$ cat src/include/fm_defs.svh
// Slot and channel counts, register address map and group decode masks
`ifndef FM_DEFS_SVH
`define FM_DEFS_SVH

`define FM_SLOTS    32  // Four operators times eight channels
`define FM_CHANNELS 8

// Key-on register takes the operator mask and channel as data
`define FM_ADDR_KEYON 8'h08

// Channel groups select the channel with address bits 2:0
`define FM_ADDR_RL  8'h20  // RL, FB, CON
`define FM_ADDR_KC  8'h28
`define FM_ADDR_KF  8'h30
`define FM_ADDR_PMS 8'h38  // PMS, AMS

// Operator groups select the operator with bits 4:3 and the channel with bits 2:0
`define FM_ADDR_DT1   8'h40  // DT1, MUL
`define FM_ADDR_TL    8'h60
`define FM_ADDR_KS    8'h80  // KS, AR
`define FM_ADDR_AMSEN 8'hA0  // AMSEN, D1R
`define FM_ADDR_DT2   8'hC0  // DT2, D2R
`define FM_ADDR_D1L   8'hE0  // D1L, RR

`define FM_CH_GRP_MASK 8'hF8  // Strips the channel bits
`define FM_OP_GRP_MASK 8'hE0  // Strips operator and channel bits

`endif

$ cat src/logic/fm_pkg.sv
// Parameter vector types and the write decoder state encoding
package fm_pkg;

	// Slot index is {op, ch}
	typedef logic [4:0] slot_t;

	// 0 = M1, 1 = M2, 2 = C1, 3 = C2
	typedef logic [1:0] op_t;
	typedef logic [2:0] ch_t;

	// Host bus
	typedef logic [7:0] reg_addr_t;
	typedef logic [7:0] reg_data_t;

	// Channel parameters
	typedef logic [2:0] alg_t;   // Connection algorithm
	typedef logic [6:0] kc_t;    // Key code
	typedef logic [5:0] kf_t;    // Key fraction

	// Operator parameters
	typedef logic [6:0] tl_t;    // Total level
	typedef logic [4:0] rate5_t; // AR, D1R, D2R
	typedef logic [3:0] rate4_t; // RR, D1L, MUL

	// Short fields shared by several registers
	typedef logic [2:0] small3_t; // DT1, FB, PMS
	typedef logic [1:0] small2_t; // RL, AMS, KS, DT2

	typedef enum logic {
		DEC_IDLE,
		DEC_PENDING
	} dec_state_t;

endpackage

$ cat src/logic/fm_reg_file.sv
// Slot sequencer with operator and channel parameter memories and write matching
`timescale 1ns/1ps
`include "fm_defs.svh"

module fm_reg_file (
	input  logic              clk,
	input  logic              rst,
	input  fm_pkg::reg_data_t d_in,
	input  fm_pkg::op_t       op,
	input  fm_pkg::ch_t       ch,
	input  logic              up_rl,
	input  logic              up_kc,
	input  logic              up_kf,
	input  logic              up_pms,
	input  logic              up_dt1,
	input  logic              up_tl,
	input  logic              up_ks,
	input  logic              up_amsen,
	input  logic              up_dt2,
	input  logic              up_d1l,
	input  logic              up_keyon,
	output logic              busy,
	output fm_pkg::op_t       cur_op,
	output fm_pkg::ch_t       cur_ch,
	output logic              zero,
	output fm_pkg::alg_t      con,
	output logic              m1_enters,
	output logic              m2_enters,
	output logic              c1_enters,
	output logic              c2_enters,
	output logic              keyon_wr,
	output logic [3:0]        keyon_mask,
	output fm_pkg::ch_t       keyon_ch,
	output fm_pkg::small2_t   rl,
	output fm_pkg::small3_t   fb,
	output fm_pkg::kc_t       kc,
	output fm_pkg::kf_t       kf,
	output fm_pkg::small3_t   pms,
	output fm_pkg::small2_t   ams,
	output fm_pkg::small3_t   dt1,
	output fm_pkg::rate4_t    mul,
	output fm_pkg::tl_t       tl,
	output fm_pkg::small2_t   ks,
	output fm_pkg::rate5_t    arate,
	output fm_pkg::rate5_t    rate1,
	output fm_pkg::rate5_t    rate2,
	output fm_pkg::rate4_t    rrate,
	output fm_pkg::small2_t   dt2,
	output fm_pkg::rate4_t    d1l,
	output logic              amsen
);
	import fm_pkg::*;

	slot_t cur, nxt, rd_slot, target;
	logic  up_op, up_ch, up_any;
	logic  op_wr, ch_wr, done;

	logic [41:0] op_mem [`FM_SLOTS];
	logic [41:0] op_out, op_in;
	logic [25:0] ch_mem [`FM_CHANNELS];
	logic [25:0] ch_out, ch_in;

	assign cur_op = cur[4:3];
	assign cur_ch = cur[2:0];
	assign nxt     = cur + 5'd1;
	assign rd_slot = rst ? '0 : nxt;  // Slot 0 is ready when reset lifts
	assign target  = {op, ch};

	assign m1_enters = cur_op == 2'd0;
	assign m2_enters = cur_op == 2'd1;
	assign c1_enters = cur_op == 2'd2;
	assign c2_enters = cur_op == 2'd3;

	assign up_op  = up_dt1 | up_tl | up_ks | up_amsen | up_dt2 | up_d1l;
	assign up_ch  = up_rl | up_kc | up_kf | up_pms;
	assign up_any = up_op | up_ch | up_keyon;

	// Busy from the rising level until the write has landed
	assign busy     = up_any && !done;
	assign op_wr    = busy && up_op && target == cur;
	assign ch_wr    = busy && up_ch && ch == cur_ch;  // Channel bits only
	assign keyon_wr = busy && up_keyon;               // Completes at once

	assign keyon_mask = d_in[6:3];
	assign keyon_ch   = d_in[2:0];

	always_ff @(posedge clk) begin
		if (rst) begin
			cur  <= '0;
			zero <= 1'b0;
			done <= 1'b0;
		end else begin
			cur  <= nxt;
			zero <= nxt == '0;
			if (!up_any)
				done <= 1'b0;  // Decoder released the levels
			else if (op_wr || ch_wr || keyon_wr)
				done <= 1'b1;
		end
	end

	assign {dt1, mul, tl, ks, arate, amsen, rate1, dt2, rate2, d1l, rrate} = op_out;

	// Merge new fields over the stored ones of the current slot
	assign op_in = {
		up_dt1   ? d_in[6:0] : {dt1, mul},
		up_tl    ? d_in[6:0] : tl,
		up_ks    ? d_in[7:6] : ks,
		up_ks    ? d_in[4:0] : arate,
		up_amsen ? d_in[7]   : amsen,
		up_amsen ? d_in[4:0] : rate1,
		up_dt2   ? d_in[7:6] : dt2,
		up_dt2   ? d_in[4:0] : rate2,
		up_d1l   ? d_in[7:4] : d1l,
		up_d1l   ? d_in[3:0] : rrate
	};

	always_ff @(posedge clk) begin
		op_out <= op_mem[rd_slot];  // One slot ahead
		if (op_wr)
			op_mem[cur] <= op_in;
	end

	assign {rl, fb, con, kc, kf, pms, ams} = ch_out;

	assign ch_in = {
		up_rl  ? d_in[7:0] : {rl, fb, con},
		up_kc  ? d_in[6:0] : kc,
		up_kf  ? d_in[7:2] : kf,
		up_pms ? d_in[6:4] : pms,
		up_pms ? d_in[1:0] : ams
	};

	always_ff @(posedge clk) begin
		ch_out <= ch_mem[rd_slot[2:0]];
		if (ch_wr)
			ch_mem[cur_ch] <= ch_in;
	end

	a_busy_bound: assert property (@(posedge clk) disable iff (rst)
		$rose(busy) |-> ##[1:34] !busy);

	a_zero_slot: assert property (@(posedge clk) disable iff (rst)
		zero |-> cur_op == 2'd0 && cur_ch == 3'd0);

endmodule

$ cat config.mk
export PLATFORM = sky130hd
export DESIGN_NAME = fm_reg_file
export DESIGN_NICKNAME = d
export VERILOG_FILES = /design/src/logic/fm_pkg.sv /design/src/logic/fm_reg_file.sv
export VERILOG_INCLUDE_DIRS = /design/src /design/src/include
export SDC_FILE = /design/constraint.sdc
export NUM_CORES = 2
export LEC_CHECK = 0
export BUFFER_PORTS_ARGS = -buffer_cell sky130_fd_sc_hd__clkbuf_2
export CORE_ASPECT_RATIO = 1.2
export CORE_MARGIN = 8
export CORE_UTILIZATION = 35
export DETAILED_ROUTE_END_ITERATION = 10
export GPL_TIMING_DRIVEN = 0
export SYNTH_ARGS = -nofsm -noshare
export SYNTH_HDL_FRONTEND = slang
export SYNTH_SLANG_ARGS = --single-unit
$ cat constraint.sdc
create_clock -name clk -period 8.6 [get_ports clk]
set_clock_uncertainty 0.15 [all_clocks]
set_input_delay 1.72 -clock clk [delete_from_list [all_inputs] [get_ports clk]]
set_output_delay 1.72 -clock clk [all_outputs]
set_load 0.02 [all_outputs]
# Word level (Yosys, flattened, before mapping)
# Memories as Yosys holds them, arrays and structs flattened. A register that Yosys moved wholly into a read port is not among the register bits.
# Index checks and enable logic that the tools add are counted.
# word_totals
in_bits	26
ff_bits	7
output_inout_bits	87
elab_cells	54
latchBits	0
mem_bits_rw	1552
n_memories	2
rom_bits	0
# mem_list
memory	words	width	read_ports	rd_clocked_by_memory_dff	write_ports	line_no	rtl
op_mem	32	42	1	1	1	fm_reg_file.sv:58	logic [41:0] op_mem [`FM_SLOTS];
ch_mem	8	26	1	1	1	fm_reg_file.sv:60	logic [25:0] ch_mem [`FM_CHANNELS];
# classes
bitwise	11
add_sub_neg	1
shifts	0
n_mux	20
n_reduce_logical	12
magnitude_cmp	0
mul	0
n_eq_ne	5
div	0
# op_table
op	n
2-to-1 mux 7 bit	3
2-to-1 mux 5 bit	4
OR 1 bit	10
2-to-1 mux 4 bit	2
2-to-1 mux 8 bit	1
logical AND 1 bit	6
2-to-1 mux 2 bit	3
2-to-1 mux 6 bit	1
adder 5 x 1 -> 5 bit (second input constant)	1
== test 5 bit	1
logical NOT 5 bit	1
2-to-1 mux 1 bit	5
== test 2 bit (second input constant)	2
== test 3 bit	1
2-to-1 mux 3 bit	1
== test 2 x 1 -> 1 bit (second input constant)	1
logical NOT 2 bit	1
logical OR 1 bit	2
OR reduction 2 bit	1
logical NOT 1 bit	1
NOT 1 bit	1

# Longest topological paths before layout
# depth
word_depth	12
mapped_depth	13
depth_no_buf	7

# Least setup slack after synthesis
# No wires, ideal clock.
# synth_path
kind	input-to-reg
startpoint	input ch[1]
endpoint	memory ch_mem[0][0] (enable)
setup_ns	0.442
path_stages	4
required_time_ns	8.008
arrival_time_ns	4.455
setup_slack_ns	3.554
path_cell_list	xor2_1 nor4_1 or3b_1 nor3_1
# synth_via
elab_chain_cells	4
# synth_lines
item	line_no	rtl
from (decl)	fm_reg_file.sv:10	input fm_pkg::ch_t ch,
== test 3 bit	fm_reg_file.sv:81	assign ch_wr = busy && up_ch && ch == cur_ch;
logical AND 1 bit	fm_reg_file.sv:81	
2-to-1 mux 1 bit	fm_reg_file.sv:136	if (ch_wr)
2-to-1 mux 1 bit (not written as such)	fm_reg_file.sv:137	ch_mem[cur_ch] <= ch_in;
to (decl)	fm_reg_file.sv:60	
# No other way between the ends.

# Worst setup path in the final report
# layout_path
startpoint	register cur[0]
endpoint	register op_out[40], read port of op_mem
# layout_via
elab_chain_cells	2
# layout_lines
item	line_no	rtl
from (decl)	fm_reg_file.sv:54	slot_t cur, nxt, rd_slot, target;
from (signal assigned)	fm_reg_file.sv:93	cur <= nxt;
adder 5 x 1 -> 5 bit	fm_reg_file.sv:65	assign nxt = cur + 5'd1;
2-to-1 mux 5 bit	--	
to (decl)	fm_reg_file.sv:59	logic [41:0] op_out, op_in;
# No other way between the ends.
# A chain may end at the register's enable or synchronous reset.

==> summary.txt <==
Outcome
  • Status: finished clean

Yosys
  • Sequential share of the synthesized area: roughly 76%
  • Synth area leaders: edfxtp_1 (74%), mux4_2 (6.0%), mux2i_1 (2.7%)
  • Yosys top cell by area: edfxtp_1
  • Cell count after synthesis: around 3500
  • Post-synth ARST share: 0%
  • Mapped Avg Cell Area: between 15 and 20 sq um
  • Synth Register Bits: 1627
  • Cell Area, Synth: around 63000 sq um
  • Yosys warns: 0
  • Distinct cells, synth: 48
  • Top FF cell, synth: edfxtp_1
  • Share of the synthesized area in the top cell type: between 70 and 80%
  • Post-synth EDFFs: 1552
  • Syn Nets: between 3000 and 4000

Placed design
  • Hpwl dp: roughly 130 mm
  • Global placement routability congestion: 0.8312
  • Placed cell count: 6052
  • I/O Buffers: ~100
  • Placed cell area: a little under 70000 sq um

Worst setup path
  • Crit path max fanout: 11
  • R2R cell count: 12
  • CP bufs+invs: 7
  • Critical Path End Type: flop
  • R2R setup slack: 2.41 ns
  • Crit path launch type: flop
  • Crit-path leading delay family: buffers and inverters
  • Worst setup path startpoint: cur[0]
  • Worst path most repeated cell: buf_2
  • Max stage delay on crit path: 1.07 ns
  • CP required: approximately 9 ns
  • CP Depth: 12
  • Critical Path AT: 6.72 ns
  • Worst r2r src: cur[0]
  • End of the critical path: op_out[40]
  • Crit path cell chain: buf_2 -> inv_2 -> buf_1 -> ha_1 -> buf_2 -> buf_4 -> o21ai_2 -> buf_2 -> clkbuf_1 -> a221o_1 -> o21ai_0 -> o221ai_1
  • WS Path Type: reg -> reg
  • Worst reg2reg path endpoint: op_out[40]
  • CP max-delay cell: o21ai_2

Detailed routing
  • Drt first pass iters: 5
  • Routed WL: 187.4 mm
  • Detailed-route DRC error count: 0
  • Post-detailed-route wirelength per cell: roughly 30 um
  • Routed Antenna Nets: 0
  • Vias: about 36000
  • Via/cell ratio: 5.691
  • Initial DRC count: roughly 4300

Final layout
  • Final Non-Filler Cells: between 6000 and 7000
  • Most frequent cells in the layout: edfxtp_1 (1552), o21ai_0 (231), clkbuf_1 (227)
  • Commonest non-fill, non-tap cell in the layout: edfxtp_1
  • Layout cells sized above 1: between 10% and 20%
  • P&R area growth vs syn: 16.51%
  • Filler instances: ~16000
  • Design area: 73420 sq um
  • Nets: around 3800

Power and ir drop
  • Clk pwr share: a little under 40%
  • Cell leakage power: ~0.023 uW
  • Total power per unit cell area: between 200 and 250 nW/um^2
  • Total Power: roughly 18000 uW
  • Part of the power in combinational logic: around a tenth
  • Sequential share of power: 50.7%
  • Sw Share: between 20% and 30%
  • Internal: 13400 uW
  • Psw: approximately 4300 uW
  • Max VDD drop: 0.1822 mV

Timing
  • Fmax: ~160 MHz
  • Setup violators final: 0
  • Slew @ Worst Pin: 1.416 ns
  • Fin. Hold Viols: 0
  • Tmin final: slightly above 6 ns
  • TNS Setup: 0 ns
  • RSZ-0062 raised after global routing: false
  • Max-slew violation count: 0
  • Relative slew slack: under 10%
  • Period utilisation layout: between 70 and 80%

Global route
  • Gr ovfl total: 0
  • Initial antenna violation count: 12
  • Met3 Use GR: under 10%
  • M2 GR Usage: a little under a third
  • GR Util All Layers: roughly a fifth
  • Pin count of the biggest net entering global routing: 33
  • Global route hottest layer: met2
  • Global-route wire length before repair: ~260 mm
  • Vias in the first global route: about 36000
  • Met1 Use GR: 25.55%

Floorplanning
  • Die area: a little under 200000 sq um
  • Row count: 170
  • Die H: just under 500 um
  • I/O pins: ~110
  • Starting Density: 35.23%
  • Core region area: 178900 sq um
  • Die W: between 400 and 500 um

CTS
  • Clock Path Buffers: 3
  • CTS tree: built
  • Root buf cell: clkbuf_16
  • Clk_lat worst skew: between 0.7 and 0.8 ns
  • H-tree levels: 4
  • CTS buffer count: ~170
  • Clock Sinks: 1627
  • Post-CTS Setup Inserts: 0
  • CTS hold repair buffers: 0
  • Clock Pin Slew Worst Setup and Hold Paths: approximately 0.060 ns
  • Resize count post-CTS: 0

Flow run
  • Max_cap viols: 0

Hold path
  • Worst Hold Class: reg -> reg
[registers in the layout, indices dropped and copies added (netlist names)]
signal / cells
done: 1
ch_mem: 208
zero: 1
op_mem: 1344
op_out: 42
ch_out: 26
cur: 5
[logic make-up after synthesis]
family	Yosys count	share of synthesized area, %
AOI/OAI and AO/OA	699	8.037
muxes	404	9.887
and+or+nand+nor	454	3.421
buffers and inverters	281	2.097
DFF	1627	76.34
xor gates and xnor gates	8	0.1231
adders and majority gates	5	0.09927
[cells in the mapped netlist, drive strengths merged, types with 2 or more instances]
| library cell | n |
|---|---|
| nor4 | 2 |
| o221ai | 94 |
| mux2i | 168 |
| a32oi | 42 |
| dfxtp | 75 |
| o21ai | 255 |
| nor2b | 4 |
| edfxtp | 1552 |
| a31o | 26 |
| buf | 95 |
| ha | 5 |
| nand2b | 4 |
| or3 | 43 |
| mux2 | 68 |
| nand2 | 117 |
| nor2 | 48 |
| a21boi | 42 |
| mux4 | 168 |
| a211o | 42 |
| nand3 | 181 |
| a31oi | 42 |
| clkbuf | 180 |
| a21oi | 28 |
| inv | 5 |
| nor3 | 48 |
| xor2 | 7 |
| a221o | 126 |
[area by class of cell]
type / count / area (sq um) / share of cell area, %
Timing Repair Buffer: 166 / 1876 / 2.554
Multi-Input combinational cell: 1570 / 13890 / 18.92
Buffer: 275 / 1294 / 1.762
Clock buffer: 234 / 4676 / 6.368
Tap cell: 2408 / 3013 / 4.103
Antenna cell: 16 / 40.04 / 0.05453
Sequential cell: 1627 / 48110 / 65.52
Clock inverter: 67 / 496.7 / 0.6765
Inverter: 6 / 27.53 / 0.03749
[worst min path at each step]
| stage | from | endpoint | depth (start not counted) |
|---|---|---|---|
| after global routing | ch_mem[5][0] | ch_out[0] | 3 |
| after CTS | ch_mem[0][17] | ch_out[17] | 3 |
| after detailed placement | ch_mem[0][17] | ch_out[17] | 3 |
| after global placement | ch_mem[0][16] | ch_out[16] | 3 |
| after floorplan | ch_mem[0][16] | ch_out[16] | 3 |
| final | ch_mem[0][17] | ch_out[17] | 3 |
[stage by stage]
step / utilization (%) / hold WS, ns / setup WS [ns]
6_report: 41.05 / 0.4413 / 2.407
5_1_grt: 41.03 / 0.4757 / 2.624
4_1_cts: 41.02 / 0.4435 / 2.685
3_5_place_dp: 38.13 / 0.4288 / 2.770
3_3_place_gp: 37.20 / 0.4302 / 0.07149
2_1_floorplan: - / 0.4090 / 3.554
[tightest hold or removal path, stage by stage (launching register included)]
cell	delay [ns]
edfxtp_1	0.32
nand2_1	0.04
nand3_1	0.07
a31o_1	0.13
[power by group through the flow]
| stage | clock [uW] | sequential, uW | combinational, uW |
|---|---|---|---|
| 2_1_floorplan | 0 | 9170 | 1040 |
| 3_3_place_gp | 0 | 9140 | 1760 |
| 3_5_place_dp | 0 | 9140 | 1800 |
| 4_1_cts | 6980 | 8980 | 1810 |
| 5_1_grt | 7260 | 8980 | 1910 |
| 6_report | 6910 | 8980 | 1810 |
[metal layers]
metal / part of all wire, % / routed length (um)
met3: 10 / 18670
met4: 2.8 / 5304
met5: 0 / 0
met2: 47 / 87980
met1: 40 / 75410
(Power assumes the default switching activity.)
