$ cat src/include/fm_defs.svh
// Slot and channel counts, register address map and group decode masks
`ifndef FM_DEFS_SVH
`define FM_DEFS_SVH

`define FM_SLOTS    32  // Four operators times eight channels
`define FM_CHANNELS 8

// Key-on register takes the operator mask and channel as data
`define FM_ADDR_KEYON 8'h08

// Channel groups select the channel with address bits 2:0
`define FM_ADDR_RL  8'h20  // RL, FB, CON
`define FM_ADDR_KC  8'h28
`define FM_ADDR_KF  8'h30
`define FM_ADDR_PMS 8'h38  // PMS, AMS

// Operator groups select the operator with bits 4:3 and the channel with bits 2:0
`define FM_ADDR_DT1   8'h40  // DT1, MUL
`define FM_ADDR_TL    8'h60
`define FM_ADDR_KS    8'h80  // KS, AR
`define FM_ADDR_AMSEN 8'hA0  // AMSEN, D1R
`define FM_ADDR_DT2   8'hC0  // DT2, D2R
`define FM_ADDR_D1L   8'hE0  // D1L, RR

`define FM_CH_GRP_MASK 8'hF8  // Strips the channel bits
`define FM_OP_GRP_MASK 8'hE0  // Strips operator and channel bits

`endif

$ cat src/logic/fm_pkg.sv
// Parameter vector types and the write decoder state encoding
package fm_pkg;

	// Slot index is {op, ch}
	typedef logic [4:0] slot_t;

	// 0 = M1, 1 = M2, 2 = C1, 3 = C2
	typedef logic [1:0] op_t;
	typedef logic [2:0] ch_t;

	// Host bus
	typedef logic [7:0] reg_addr_t;
	typedef logic [7:0] reg_data_t;

	// Channel parameters
	typedef logic [2:0] alg_t;   // Connection algorithm
	typedef logic [6:0] kc_t;    // Key code
	typedef logic [5:0] kf_t;    // Key fraction

	// Operator parameters
	typedef logic [6:0] tl_t;    // Total level
	typedef logic [4:0] rate5_t; // AR, D1R, D2R
	typedef logic [3:0] rate4_t; // RR, D1L, MUL

	// Short fields shared by several registers
	typedef logic [2:0] small3_t; // DT1, FB, PMS
	typedef logic [1:0] small2_t; // RL, AMS, KS, DT2

	typedef enum logic {
		DEC_IDLE,
		DEC_PENDING
	} dec_state_t;

endpackage

$ cat src/logic/fm_keyon.sv
// Per-slot key state with register key-on writes and timer key-on window
`timescale 1ns/1ps
`include "fm_defs.svh"

module fm_keyon (
	input  logic        clk,
	input  logic        rst,
	input  fm_pkg::op_t cur_op,
	input  fm_pkg::ch_t cur_ch,
	input  logic        keyon_wr,
	input  logic [3:0]  keyon_mask,
	input  fm_pkg::ch_t keyon_ch,
	input  logic        csm,
	input  logic        overflow_a,
	output logic        keyon
);
	import fm_pkg::*;

	slot_t                slot;
	logic [`FM_SLOTS-1:0] key_bits;  // Indexed by {op, ch}
	logic [5:0]           csm_cnt;   // Cycles left in the timer window

	assign slot  = {cur_op, cur_ch};
	assign keyon = (csm_cnt != '0) || key_bits[slot];

	always_ff @(posedge clk) begin
		if (rst) begin
			key_bits <= '0;
		end else if (keyon_wr) begin
			// All four operators of the channel, set or cleared
			for (int k = 0; k < 4; k++)
				key_bits[{op_t'(k), keyon_ch}] <= keyon_mask[k];
		end
	end

	always_ff @(posedge clk) begin
		if (rst) begin
			csm_cnt <= '0;
		end else if (csm && overflow_a) begin
			csm_cnt <= 6'(`FM_SLOTS);  // One full revolution
		end else if (csm_cnt != '0) begin
			csm_cnt <= csm_cnt - 6'd1;
		end
	end

endmodule

$ cat config.mk
export PLATFORM = sky130hd
export DESIGN_NAME = fm_keyon
export DESIGN_NICKNAME = d
export VERILOG_FILES = /design/src/logic/fm_pkg.sv /design/src/logic/fm_keyon.sv
export VERILOG_INCLUDE_DIRS = /design/src /design/src/include
export SDC_FILE = /design/constraint.sdc
export NUM_CORES = 1
export LEC_CHECK = 0
export ABC_AREA = 1
export BUFFER_PORTS_ARGS = -buffer_cell sky130_fd_sc_hd__buf_2
export CAP_MARGIN = 20
export CORE_MARGIN = 2
export CORE_UTILIZATION = 40
export CTS_BUF_LIST = sky130_fd_sc_hd__clkbuf_4
export CTS_CLUSTER_DIAMETER = 120
export DETAILED_ROUTE_END_ITERATION = 10
export PLACE_DENSITY = 0.66
export SETUP_SLACK_MARGIN = 0.15
export SLEW_MARGIN = 10
export SYNTH_ARGS = -nofsm -noshare
export SYNTH_HDL_FRONTEND = slang
export SYNTH_SLANG_ARGS = --single-unit
$ cat constraint.sdc
create_clock -name clk -period 1.4 [get_ports clk]
set_input_delay 0.28 -clock clk [delete_from_list [all_inputs] [get_ports clk]]
set_output_delay 0.28 -clock clk [all_outputs]
set_load 0.02 [all_outputs]
======== Yosys cells after proc, flatten, opt, wreduce, memory -nomap -nowiden ========
Cells that the tools add are included.
storage, ports and cells
  register bits after elaboration ......... 38
  latch bits .............................. 0
  bits in writable memories ............... 0
  memory bits (read-only) ................. 0
  word-level logic and storage cells ...... 38
  memories kept ........................... 0
cells by class
  add/subtract/negate cells ............... 1
  $mul .................................... 0
  div/mod/pow operators ................... 0
  $lt $le $gt $ge ......................... 9
  equal/unequal tests ..................... 0
  shift-type cells ........................ 0
  multiplexer cells ....................... 16
  bitwise gates (word level) .............. 0
  reductions and logical operators ........ 9
operators with widths
  cell                 number
  $bwmux 32            4
  $lt 5x6->1 const B   3
  $demux 1 s3          4
  $mux 6               2
  $ge 5x1->1 const B   2
  $lt 3x6->1 const B   1
  $lt 4x6->1 const B   1
  $reduce_bool 6->1    1
  $sub 6x1->6 const B  1
  $bmux 1 s5           1
  $logic_and 1x1->1    5
  $mux 1               5
  $ge 4x1->1 const B   1
  $ge 3x1->1 const B   1
  $reduce_bool 2->1    1
  $reduce_or 2->1      1
  $logic_or 1x1->1     1

======== Depth between registers and ports, before layout ========
Gate-level depths: netlist (run 1).
  depth in word-level cells ............... 8
  mapped depth ............................ 10

======== Worst setup path after synthesis (run 1) ========
Ideal clock, no wire load.
  path kind ............................... register to output
  start point ............................. reg csm_cnt[0]
  end point ............................... out keyon
  arrival time ............................ 1.076 ns
  required time ........................... 1.120 ns
  slack ................................... 0.044 ns
  cell stages (with the launch flop) ...... 8
  path buffers ............................ 0
  cell sequence ........................... dfxtp_1 > inv_1 > ha_1 > nand2_1 > nor2_2 > nand2_1 > clkinv_1 > nand3_2
between the ends
  cells in the longest elaborated chain, start to end .. 2
ends and longest elaborated chain
  item                    line            RTL
  start, declared         fm_keyon.sv:21  logic [5:0] csm_cnt;
  start signal, assigned  fm_keyon.sv:40  csm_cnt <= 6'(`FM_SLOTS);
  start signal, assigned  fm_keyon.sv:42  csm_cnt <= csm_cnt - 6'd1;
  $reduce_bool 6->1       fm_keyon.sv:24  assign keyon = (csm_cnt != '0) || key_bits[slot];
  $logic_or 1x1->1        fm_keyon.sv:24
  end, declared           fm_keyon.sv:15  output logic keyon
No other way between the ends.

======== Worst setup path after layout (run 1) ========
Same ends and word-level chain as after synthesis.

==> results.py, run 1 <==
metrics = {
    "yosys": {
        "ys_warn_count": 0,
        "postSynthCellCount": 278,
        "yosys.area_share.adder": 0.00675,
        "synth.distinct_cells": 24,
        "syn_avg_cell_area_um2": 6.67,
        "synth-xor-area-share": 0.00473,
        "syn_nets": 296,
        "synth_compound_area_frac": 0.167,
        "ys_seq_area_frac": 0.411,
        "synthMuxAreaShare": 0,
        "yosys.area.top_type": "dfxtp_1",
        "synthTopCellsByArea": "dfxtp_1 (41%), nand2_1 (9.5%), nor2_1 (9.1%)",
        "synth_top_family_by_area": "simple AND/OR/NAND/NOR gates",
        "synth_top_area_frac": 0.411,
        "netlist_area_um2": 1850,
        "synth_seq_cells": 38,
        "synth_simple_gate_area_share": 0.282,
    },
    "floorplan": {
        "die_w_um": 72.1,
        "fp-row-count": 24,
        "coreArea_um2": 4410,
        "pin_count": 18,
        "initial_core_util": 0.420,
        "dieArea_um2": 5190,
        "die_y_um": 72.1,
    },
    "setup_path": {
        "endpoint_kind": "output port",
        "cpPeakStageDelay_ns": 0.34,
        "crit_path_top_delay_cell": "dfxtp_2",
        "crit_path_frequent_cell": "nand2_4",
        "crit_buf_inv": 3,
        "r2r_cells": 11,
        "startpoint": "csm_cnt[0]$_SDFFE_PP0P_",
        "crit_fanout": 2,
        "r2r_setup_slack_ns": -0.24,
        "cp_cell_sequence": "inv_2 -> ha_4 -> nand2_4 -> nor2_4 -> nand2_4 -> inv_4 -> nand3_4 -> buf_6",
        "start_kind": "flip-flop",
        "r2r_start": "csm_cnt[0]$_SDFFE_PP0P_",
        "cp.arrival_ns": 1.45,
        "worstPathRequired_ns": 1.12,
        "path_delay_family": "flip-flops",
        "timing_worst_setup_path_type": "flip-flop to output port",
        "r2r_end": "csm_cnt[5]$_SDFFE_PP0P_",
    },
    "clock_network": {
        "cts_tree": "done",
        "clockBufferDepth": 2,
        "cts_hold_buf": 0,
        "path_clk_slew_ns": 0.12,
        "cts-root-buf": "clkbuf_4",
        "worstSkewPairLatency_ns": 0.35,
        "cts_buffers": 5,
        "cts.sinks": 38,
        "htreeDepth": 2,
    },
    "global_routing": {
        "grt_pass1_wl_um": 7110,
        "grt_pass1_vias": 1533,
        "overflow": 0,
        "antenna_found_initial": 0,
        "track_usage": 0.175,
        "grt_max_degree": 33,
    },
    "finish": {
        "layout_commonest_cell": "nor2_1",
        "seq_area_um2": 769,
        "num_antenna_cells": 0,
        "mostFrequentLayoutCells": "nor2_1 (42), nand2_1 (41), inv_1 (32), dfxtp_1 (31)",
        "drive_gt1_frac": 0.284,
        "final_cell_count_no_fill": 372,
        "fillers": 440,
        "nets": 337,
        "multi_input_area_um2": 935,
        "syn_to_final_growth_pct": 24.9,
    },
    "power": {
        "clockPowerShare": 0.158,
        "max-vdd-ir-drop_mv": 0.586,
        "power_frac_seq": 0.348,
        "p_int_mw": 2.39,
        "power.density_nw_per_um2": 1560,
        "power_switching_share": 0.338,
        "p_sw_mw": 1.22,
        "power.share.combinational": 0.494,
        "leakagePower_nw": 1.04,
    },
    "min_path": {
        "whs_path_depth": 2,
        "whs_endpoint": "csm_cnt[5]$_SDFFE_PP0P_",
        "hold_class": "input port to flip-flop",
        "hold_start": "rst",
    },
    "detailed_routing": {
        "drc_errors": 0,
        "drtIter0Drc": 76,
        "first_pass_iters": 4,
        "ant_nets": 0,
        "num_vias": 1787,
        "vias_per_cell": 4.80,
        "wl_per_cell_um": 11.8,
        "wirelength_um": 4400,
    },
    "sta": {
        "hold_viol_final": 0,
        "rsz0062_at_grt": "yes",
        "finalMaxSlewViolations": 0,
        "finalCritPeriodShare": 1.24,
        "fin_hold_ws_ns": 0.0806,
        "setup_viol": 3,
        "tightest_slew_ns": 0.273,
        "post-route-min-period_ns": 1.73,
        "relSlewSlack": 0.818,
        "fmax_mhz": 577,
        "fin_skew_ns": 0.000385,
        "fin_ws_ns": -0.332,
    },
    "place": {
        "hpwl_um": 2940,
        "portBuffers": 17,
        "dp.cells": 348,
        "place.gp.congestion": 0.839,
    },
    "status": {
        "status": "complete, but fails checks",
        "violations": "negative setup slack",
    },
    "flow_run": {
        "max_cap_viol_count": 0,
    },
}
-- routing by layer --
layer  wire, um  global-route usage  up-vias
li1           -                   -      962
met4         74              0.0461        0
met1       2080               0.236      769
met2       1960               0.279       49
met3        288              0.0458        7
met5          0                   0        -
-- kinds of logic (layout without fill, tap and decap cells) --
kind of cell | count (synthesis) | after routing
simple gates | 123 | 123
compound gates | 61 | 61
buf+inv | 54 | 96
flops | 38 | 38
fa+ha+maj | 1 | 1
xor+xnor | 1 | 1
-- metrics by stage --
step	total power [mW]	worst slack (ns)	instance area (um2)	TNS (ns)	util
after floorplan	1.84	0.0872	1870	0	-
after global placement	2.12	-0.194	2050	-0.194	0.465
after detailed placement	2.14	-0.195	2050	-0.195	0.465
after CTS	3.17	-0.284	2230	-0.509	0.504
after global routing	3.83	-0.420	2310	-0.985	0.524
final	3.61	-0.332	2310	-0.733	0.524
-- power by group through the flow --
stage          combinational [mW]  sequential [mW]  clock (mW)
2_1_floorplan               0.590             1.25           0
3_3_place_gp                0.858             1.27           0
3_5_place_dp                0.873             1.27           0
4_1_cts                      1.35             1.25       0.578
5_1_grt                      1.94             1.27       0.619
6_report                     1.78             1.26       0.569
-- final cells by class --
| cell class | count | share of cell area |
|---|---|---|
| multi-input cells | 186 | 0.404 |
| flip-flops and latches | 38 | 0.332 |
| repair buffers | 41 | 0.135 |
| inverters | 47 | 0.0773 |
| well taps | 52 | 0.0281 |
| clock buffers | 6 | 0.0195 |
| clock inverters | 2 | 0.00378 |
-- sequential cells by signal, indices dropped and copies added, names as in the netlist --
name and flops:
key_bits 32, csm_cnt 6
-- synth_stat cells --
master,count
nand2_1,47
nor2_1,45
dfxtp_1,38
inv_1,34
a21oi_1,26
o21ai_1,24
nand3_1,22
inv_2,12
o21ai_0,9
nor2_2,5
buf_2,2
buf_6,2
a211oi_1,1
a31oi_1,1
buf_12,1
clkbuf_1,1
clkbuf_4,1
clkinv_1,1
ha_1,1
nand3_2,1
nand3b_1,1
nor2_4,1
or2_1,1
xnor2_1,1
-- timing repair --
action	CTS	global route
setup endpoints to repair	5	7
hold endpoints to repair	0	0
setup buffers	12	4
pin swaps	5	12
gates resized for setup	13	17
-- worst max-delay path by stage --
stage / depth (start not counted) / end / slack (ns)
after floorplan: 10 / keyon / 0.09
after global placement: 11 / keyon / -0.19
after detailed placement: 11 / keyon / -0.19
after CTS: 8 / keyon / -0.28
after global routing: 7 / keyon / -0.42
final: 8 / keyon / -0.33
-- worst register-to-register path, cell delays in order (launching register included) --
cell,delay [ns]
dfxtp_2,0.34
inv_2,0.07
ha_4,0.16
nand2_4,0.07
buf_4,0.14
buf_4,0.12
buf_4,0.12
buf_4,0.12
buf_4,0.12
buf_4,0.13
nand3b_1,0.08
a31oi_1,0.07
No activity file was read; power rests on OpenSTA's default activity.
==> inputs of run 2 (changes only) <==
CORE_UTILIZATION = 60   (was 40)
PLACE_DENSITY = 0.89   (was 0.66)
==> results.py, run 2 (same netlist as run 1, synthesis figures left out) <==
metrics = {
    "status": {
        "status": "complete, but fails checks",
        "violations": "negative setup slack",
    },
    "floorplan": {
        "coreArea_um2": 3000,
        "die_y_um": 59.6,
        "dieArea_um2": 3550,
        "pin_count": 18,
        "die_w_um": 59.6,
        "fp-row-count": 20,
        "initial_core_util": 0.617,
    },
    "flow_run": {
        "max_cap_viol_count": 0,
    },
    "clock_network": {
        "clockBufferDepth": 2,
        "cts.sinks": 38,
        "cts_hold_buf": 0,
        "htreeDepth": 2,
        "path_clk_slew_ns": 0.10,
        "cts-root-buf": "clkbuf_4",
        "cts_buffers": 5,
        "cts_tree": "done",
        "worstSkewPairLatency_ns": 0.34,
    },
    "detailed_routing": {
        "ant_nets": 0,
        "wirelength_um": 3990,
        "drc_errors": 0,
        "drtIter0Drc": 87,
        "wl_per_cell_um": 11.7,
        "vias_per_cell": 5.12,
        "first_pass_iters": 4,
        "num_vias": 1746,
    },
    "finish": {
        "fillers": 257,
        "mostFrequentLayoutCells": "nand2_1 (42), nor2_1 (41), inv_1 (30), dfxtp_1 (27), a21oi_1 (26)",
        "nets": 325,
        "largest_reg_flops": 32,
        "reg_top3": "key_bits x32, csm_cnt x6",
        "drive_gt1_frac": 0.286,
        "layout_commonest_cell": "nand2_1",
        "num_antenna_cells": 0,
        "syn_to_final_growth_pct": 18.8,
        "top_register": "key_bits",
    },
    "setup_path": {
        "worstPathRequired_ns": 1.12,
        "startpoint": "csm_cnt[0]$_SDFFE_PP0P_",
        "r2r_end": "csm_cnt[1]$_SDFFE_PP0P_",
        "r2r_setup_slack_ns": 0.23,
        "r2r_start": "csm_cnt[0]$_SDFFE_PP0P_",
        "cp.arrival_ns": 1.39,
        "r2r_cells": 8,
        "endpoint": "keyon",
        "endpoint_kind": "output port",
        "crit_fanout": 2,
        "timing_worst_setup_path_type": "flip-flop to output port",
        "start_kind": "flip-flop",
    },
    "sta": {
        "relSlewSlack": 0.807,
        "rsz0062_at_grt": "yes",
        "fin_skew_ns": 0.000161,
        "fin_ws_ns": -0.269,
        "hold_viol_final": 0,
        "setup_viol": 1,
        "fin_hold_ws_ns": 0.102,
        "fmax_mhz": 599,
        "tightest_slew_ns": 0.288,
        "finalCritPeriodShare": 1.19,
        "post-route-min-period_ns": 1.67,
        "finalMaxSlewViolations": 0,
    },
    "min_path": {
        "hold_class": "input port to flip-flop",
    },
    "place": {
        "hpwl_um": 3000,
        "dpl_worst_slack_ns": -0.196,
        "place.gp.congestion": 0.877,
        "portBuffers": 17,
    },
    "global_routing": {
        "overflow": 0,
        "grt_max_degree": 19,
        "grt_pass1_wl_um": 6690,
        "grt_pass1_vias": 1585,
        "antenna_found_initial": 0,
        "track_usage": 0.250,
    },
    "power": {
        "max-vdd-ir-drop_mv": 0.898,
        "leakagePower_nw": 0.988,
        "power.density_nw_per_um2": 1320,
        "total_power_mw": 2.90,
    },
}
run 2: changes by cell type in the layout (fill, tap and decap cells not counted), sizes merged:
cell | previous run | this run
clkinv | 2 | 3
inv | 47 | 46
buf | 41 | 29
run 2: worst min-delay path by stage:
stage | from | to | cells past startpoint
finish | rst | csm_cnt[5]$_SDFFE_PP0P_ | 2
global route | rst | csm_cnt[5]$_SDFFE_PP0P_ | 2
CTS | rst | csm_cnt[5]$_SDFFE_PP0P_ | 2
detailed placement | key_bits[31]$_SDFFE_PP0P_ | key_bits[31]$_SDFFE_PP0P_ | 2
global placement | key_bits[24]$_SDFFE_PP0P_ | key_bits[24]$_SDFFE_PP0P_ | 2
floorplan | rst | csm_cnt[5]$_SDFFE_PP0P_ | 1
run 2: area by class of cell:
class                   instances  area (um2)  share of cell area
multi-input cells             186         935               0.425
repair buffers                 29         219              0.0995
flip-flops and latches         38         774               0.352
clock buffers                   6        45.0              0.0205
inverters                      47         178              0.0807
well taps                      33        41.3              0.0188
clock inverters                 2        8.76             0.00398
run 2: power breakdown:
part	total, mW	internal [mW]	leakage [nW]	switching [mW]
clock network	0.552	0.208	0.0331	0.344
registers	1.26	1.19	0.314	0.0717
logic	1.08	0.523	0.640	0.562
run 2: repair_timing:
item	in CTS	in global routing
setup endpoints to repair	5	5
resized for setup	12	22
setup buffers	2	0
pin swaps	9	16
run 2: per-layer routing:
metal	vias up	part of all wire	track usage
met5	-	0	0
met4	0	0.0085	0.0540
met3	5	0.044	0.0699
met1	771	0.48	0.324
met2	38	0.47	0.414
li1	932	-	-
run 2: critical path, cell delays in order (launching register included):
cell and delay [ns]:
dfxtp_2 0.34, inv_2 0.08, ha_4 0.13, nand2_2 0.06, nor2_4 0.10, nand2_2 0.07
clkinv_2 0.07, nand3_4 0.07, buf_6 0.13
run 2: metrics by stage:
| stage | cells | cell area [um2] | setup TNS [ns] | utilization |
|---|---|---|---|---|
| final | 341 | 2200 | -0.269 | 0.733 |
| after global routing | 341 | 2200 | -0.326 | 0.733 |
| after CTS | 341 | 2140 | -0.272 | 0.713 |
| after detailed placement | 331 | 2040 | -0.196 | 0.680 |
| after global placement | 331 | 2040 | -0.193 | 0.680 |
| after floorplan | 278 | 1870 | 0 | - |
==> inputs of run 3 (changes only) <==
CORE_UTILIZATION = 65   (was 60)
PLACE_DENSITY = 0.94   (was 0.89)
clock period = 2 ns   (was 1.4 ns; I/O delays follow)
==> results.py, run 3 (same netlist as run 1, synthesis figures left out) <==
metrics = {
    "setup_path": {
        "cp.arrival_ns": 1.43,
        "crit_path_top_delay_cell": "dfxtp_2",
        "cp_cell_sequence": "inv_4 -> ha_4 -> nand2_4 -> nor2_4 -> nand2_4 -> clkinv_2 -> nand3_2 -> buf_6",
        "crit_path_frequent_cell": "nand2_4",
        "start_kind": "flip-flop",
        "r2r_setup_slack_ns": 0.75,
        "endpoint_kind": "output port",
        "timing_worst_setup_path_type": "flip-flop to output port",
        "crit_fanout": 4,
        "worstPathRequired_ns": 1.60,
        "cpPeakStageDelay_ns": 0.35,
    },
    "detailed_routing": {
        "num_vias": 1780,
        "wirelength_um": 4080,
        "ant_nets": 0,
        "first_pass_iters": 4,
        "drtIter0Drc": 70,
        "wl_per_cell_um": 12.2,
        "vias_per_cell": 5.33,
        "drc_errors": 0,
    },
    "clock_network": {
        "clockBufferDepth": 2,
        "cts_hold_buf": 0,
        "cts-root-buf": "clkbuf_4",
        "htreeDepth": 2,
        "cts_buffers": 5,
        "cts_tree": "done",
        "cts.sinks": 38,
        "path_clk_slew_ns": 0.11,
        "worstSkewPairLatency_ns": 0.34,
    },
    "sta": {
        "tightest_slew_ns": 0.438,
        "finalCritPeriodShare": 0.917,
        "relSlewSlack": 0.708,
        "post-route-min-period_ns": 1.83,
        "fmax_mhz": 546,
        "rsz0062_at_grt": "yes",
        "hold_viol_final": 0,
        "tns_ns": 0,
        "finalMaxSlewViolations": 0,
        "fin_skew_ns": 0.00118,
        "setup_viol": 0,
    },
    "finish": {
        "fillers": 207,
        "num_antenna_cells": 0,
        "largest_reg_flops": 32,
        "top_register": "key_bits",
        "mostFrequentLayoutCells": "nor2_1 (45), nand2_1 (45), dfxtp_1 (35), inv_1 (32), a21oi_1 (26)",
        "finish.instance_area_um2": 2090,
        "drive_gt1_frac": 0.195,
        "reg_top3": "key_bits x32, csm_cnt x6",
        "syn_to_final_growth_pct": 13.0,
        "nets": 320,
    },
    "place": {
        "place.gp.congestion": 0.911,
        "dpl_cell_area_um2": 1960,
        "hpwl_um": 2900,
        "portBuffers": 17,
    },
    "power": {
        "power.density_nw_per_um2": 951,
        "max-vdd-ir-drop_mv": 1.00,
        "leakagePower_nw": 0.948,
    },
    "global_routing": {
        "grt_max_degree": 23,
        "antenna_found_initial": 0,
        "overflow": 0,
        "track_usage": 0.281,
        "grt_pass1_vias": 1660,
        "grt_pass1_wl_um": 7160,
    },
    "status": {
        "status": "finished clean",
    },
    "floorplan": {
        "die_w_um": 57.4,
        "coreArea_um2": 2730,
        "die_y_um": 57.4,
        "pin_count": 18,
        "dieArea_um2": 3290,
        "initial_core_util": 0.678,
        "fp-row-count": 19,
    },
    "flow_run": {
        "max_cap_viol_count": 0,
    },
    "min_path": {
        "hold_class": "input port to flip-flop",
    },
}
## run 3: critical path: cells and delay by family (launching register included)
| kind | cells | cell delay (ns) |
|---|---|---|
| flops | 1 | 0.35 |
| simple gates | 4 | 0.33 |
| buf+inv | 3 | 0.25 |
| fa+ha+maj | 1 | 0.14 |
## run 3: routing by layer
| metal | global-route usage | share of wire | vias to the layer above |
|---|---|---|---|
| li1 | - | - | 929 |
| met1 | 0.357 | 0.46 | 801 |
| met2 | 0.466 | 0.48 | 44 |
| met3 | 0.0567 | 0.046 | 6 |
| met4 | 0.113 | 0.014 | 0 |
| met5 | 0 | 0 | - |
## run 3: stage by stage
step	hold WS, ns	total power, mW	util	instances	worst slack (ns)
4_1_cts	0.211	1.98	0.764	334	0.156
3_3_place_gp	0.442	1.36	0.717	322	0.125
2_1_floorplan	0.429	1.27	-	278	0.451
5_1_grt	0.221	2.11	0.766	334	0.0706
6_report	0.230	1.99	0.766	334	0.167
3_5_place_dp	0.446	1.39	0.717	322	0.135
## run 3: cell type report
class                           instances  area [um2]  area share
Multi-Input combinational cell        186         885       0.423
Sequential cell                        38         764       0.365
Inverter                               47         180      0.0861
Timing Repair Buffer                   24         171      0.0819
Clock buffer                            6        45.0      0.0215
Tap cell                               31        38.8      0.0185
Clock inverter                          2        8.76     0.00418
## run 3: worst paths after layout
kind | from | to | cells past startpoint
max | csm_cnt[0]$_SDFFE_PP0P_ | keyon | 8
min | rst | csm_cnt[5]$_SDFFE_PP0P_ | 2
max reg2reg | csm_cnt[0]$_SDFFE_PP0P_ | csm_cnt[4]$_SDFFE_PP0P_ | 8
min reg2reg | key_bits[23]$_SDFFE_PP0P_ | key_bits[23]$_SDFFE_PP0P_ | 2
## run 3: timing repair
action,4_1_cts,5_1_grt
hold endpoints to repair,0,0
pin swaps,3,5
endpoints found under the setup margin,1,1
setup buffers,4,0
cloned,0,0
resized for setup,15,2
## run 3: where the power goes
group          total, mW  leakage [nW]  switching [mW]  internal, mW
logic              0.714         0.605           0.381         0.333
clock network      0.393        0.0331           0.247         0.146
registers          0.884         0.311          0.0508         0.834
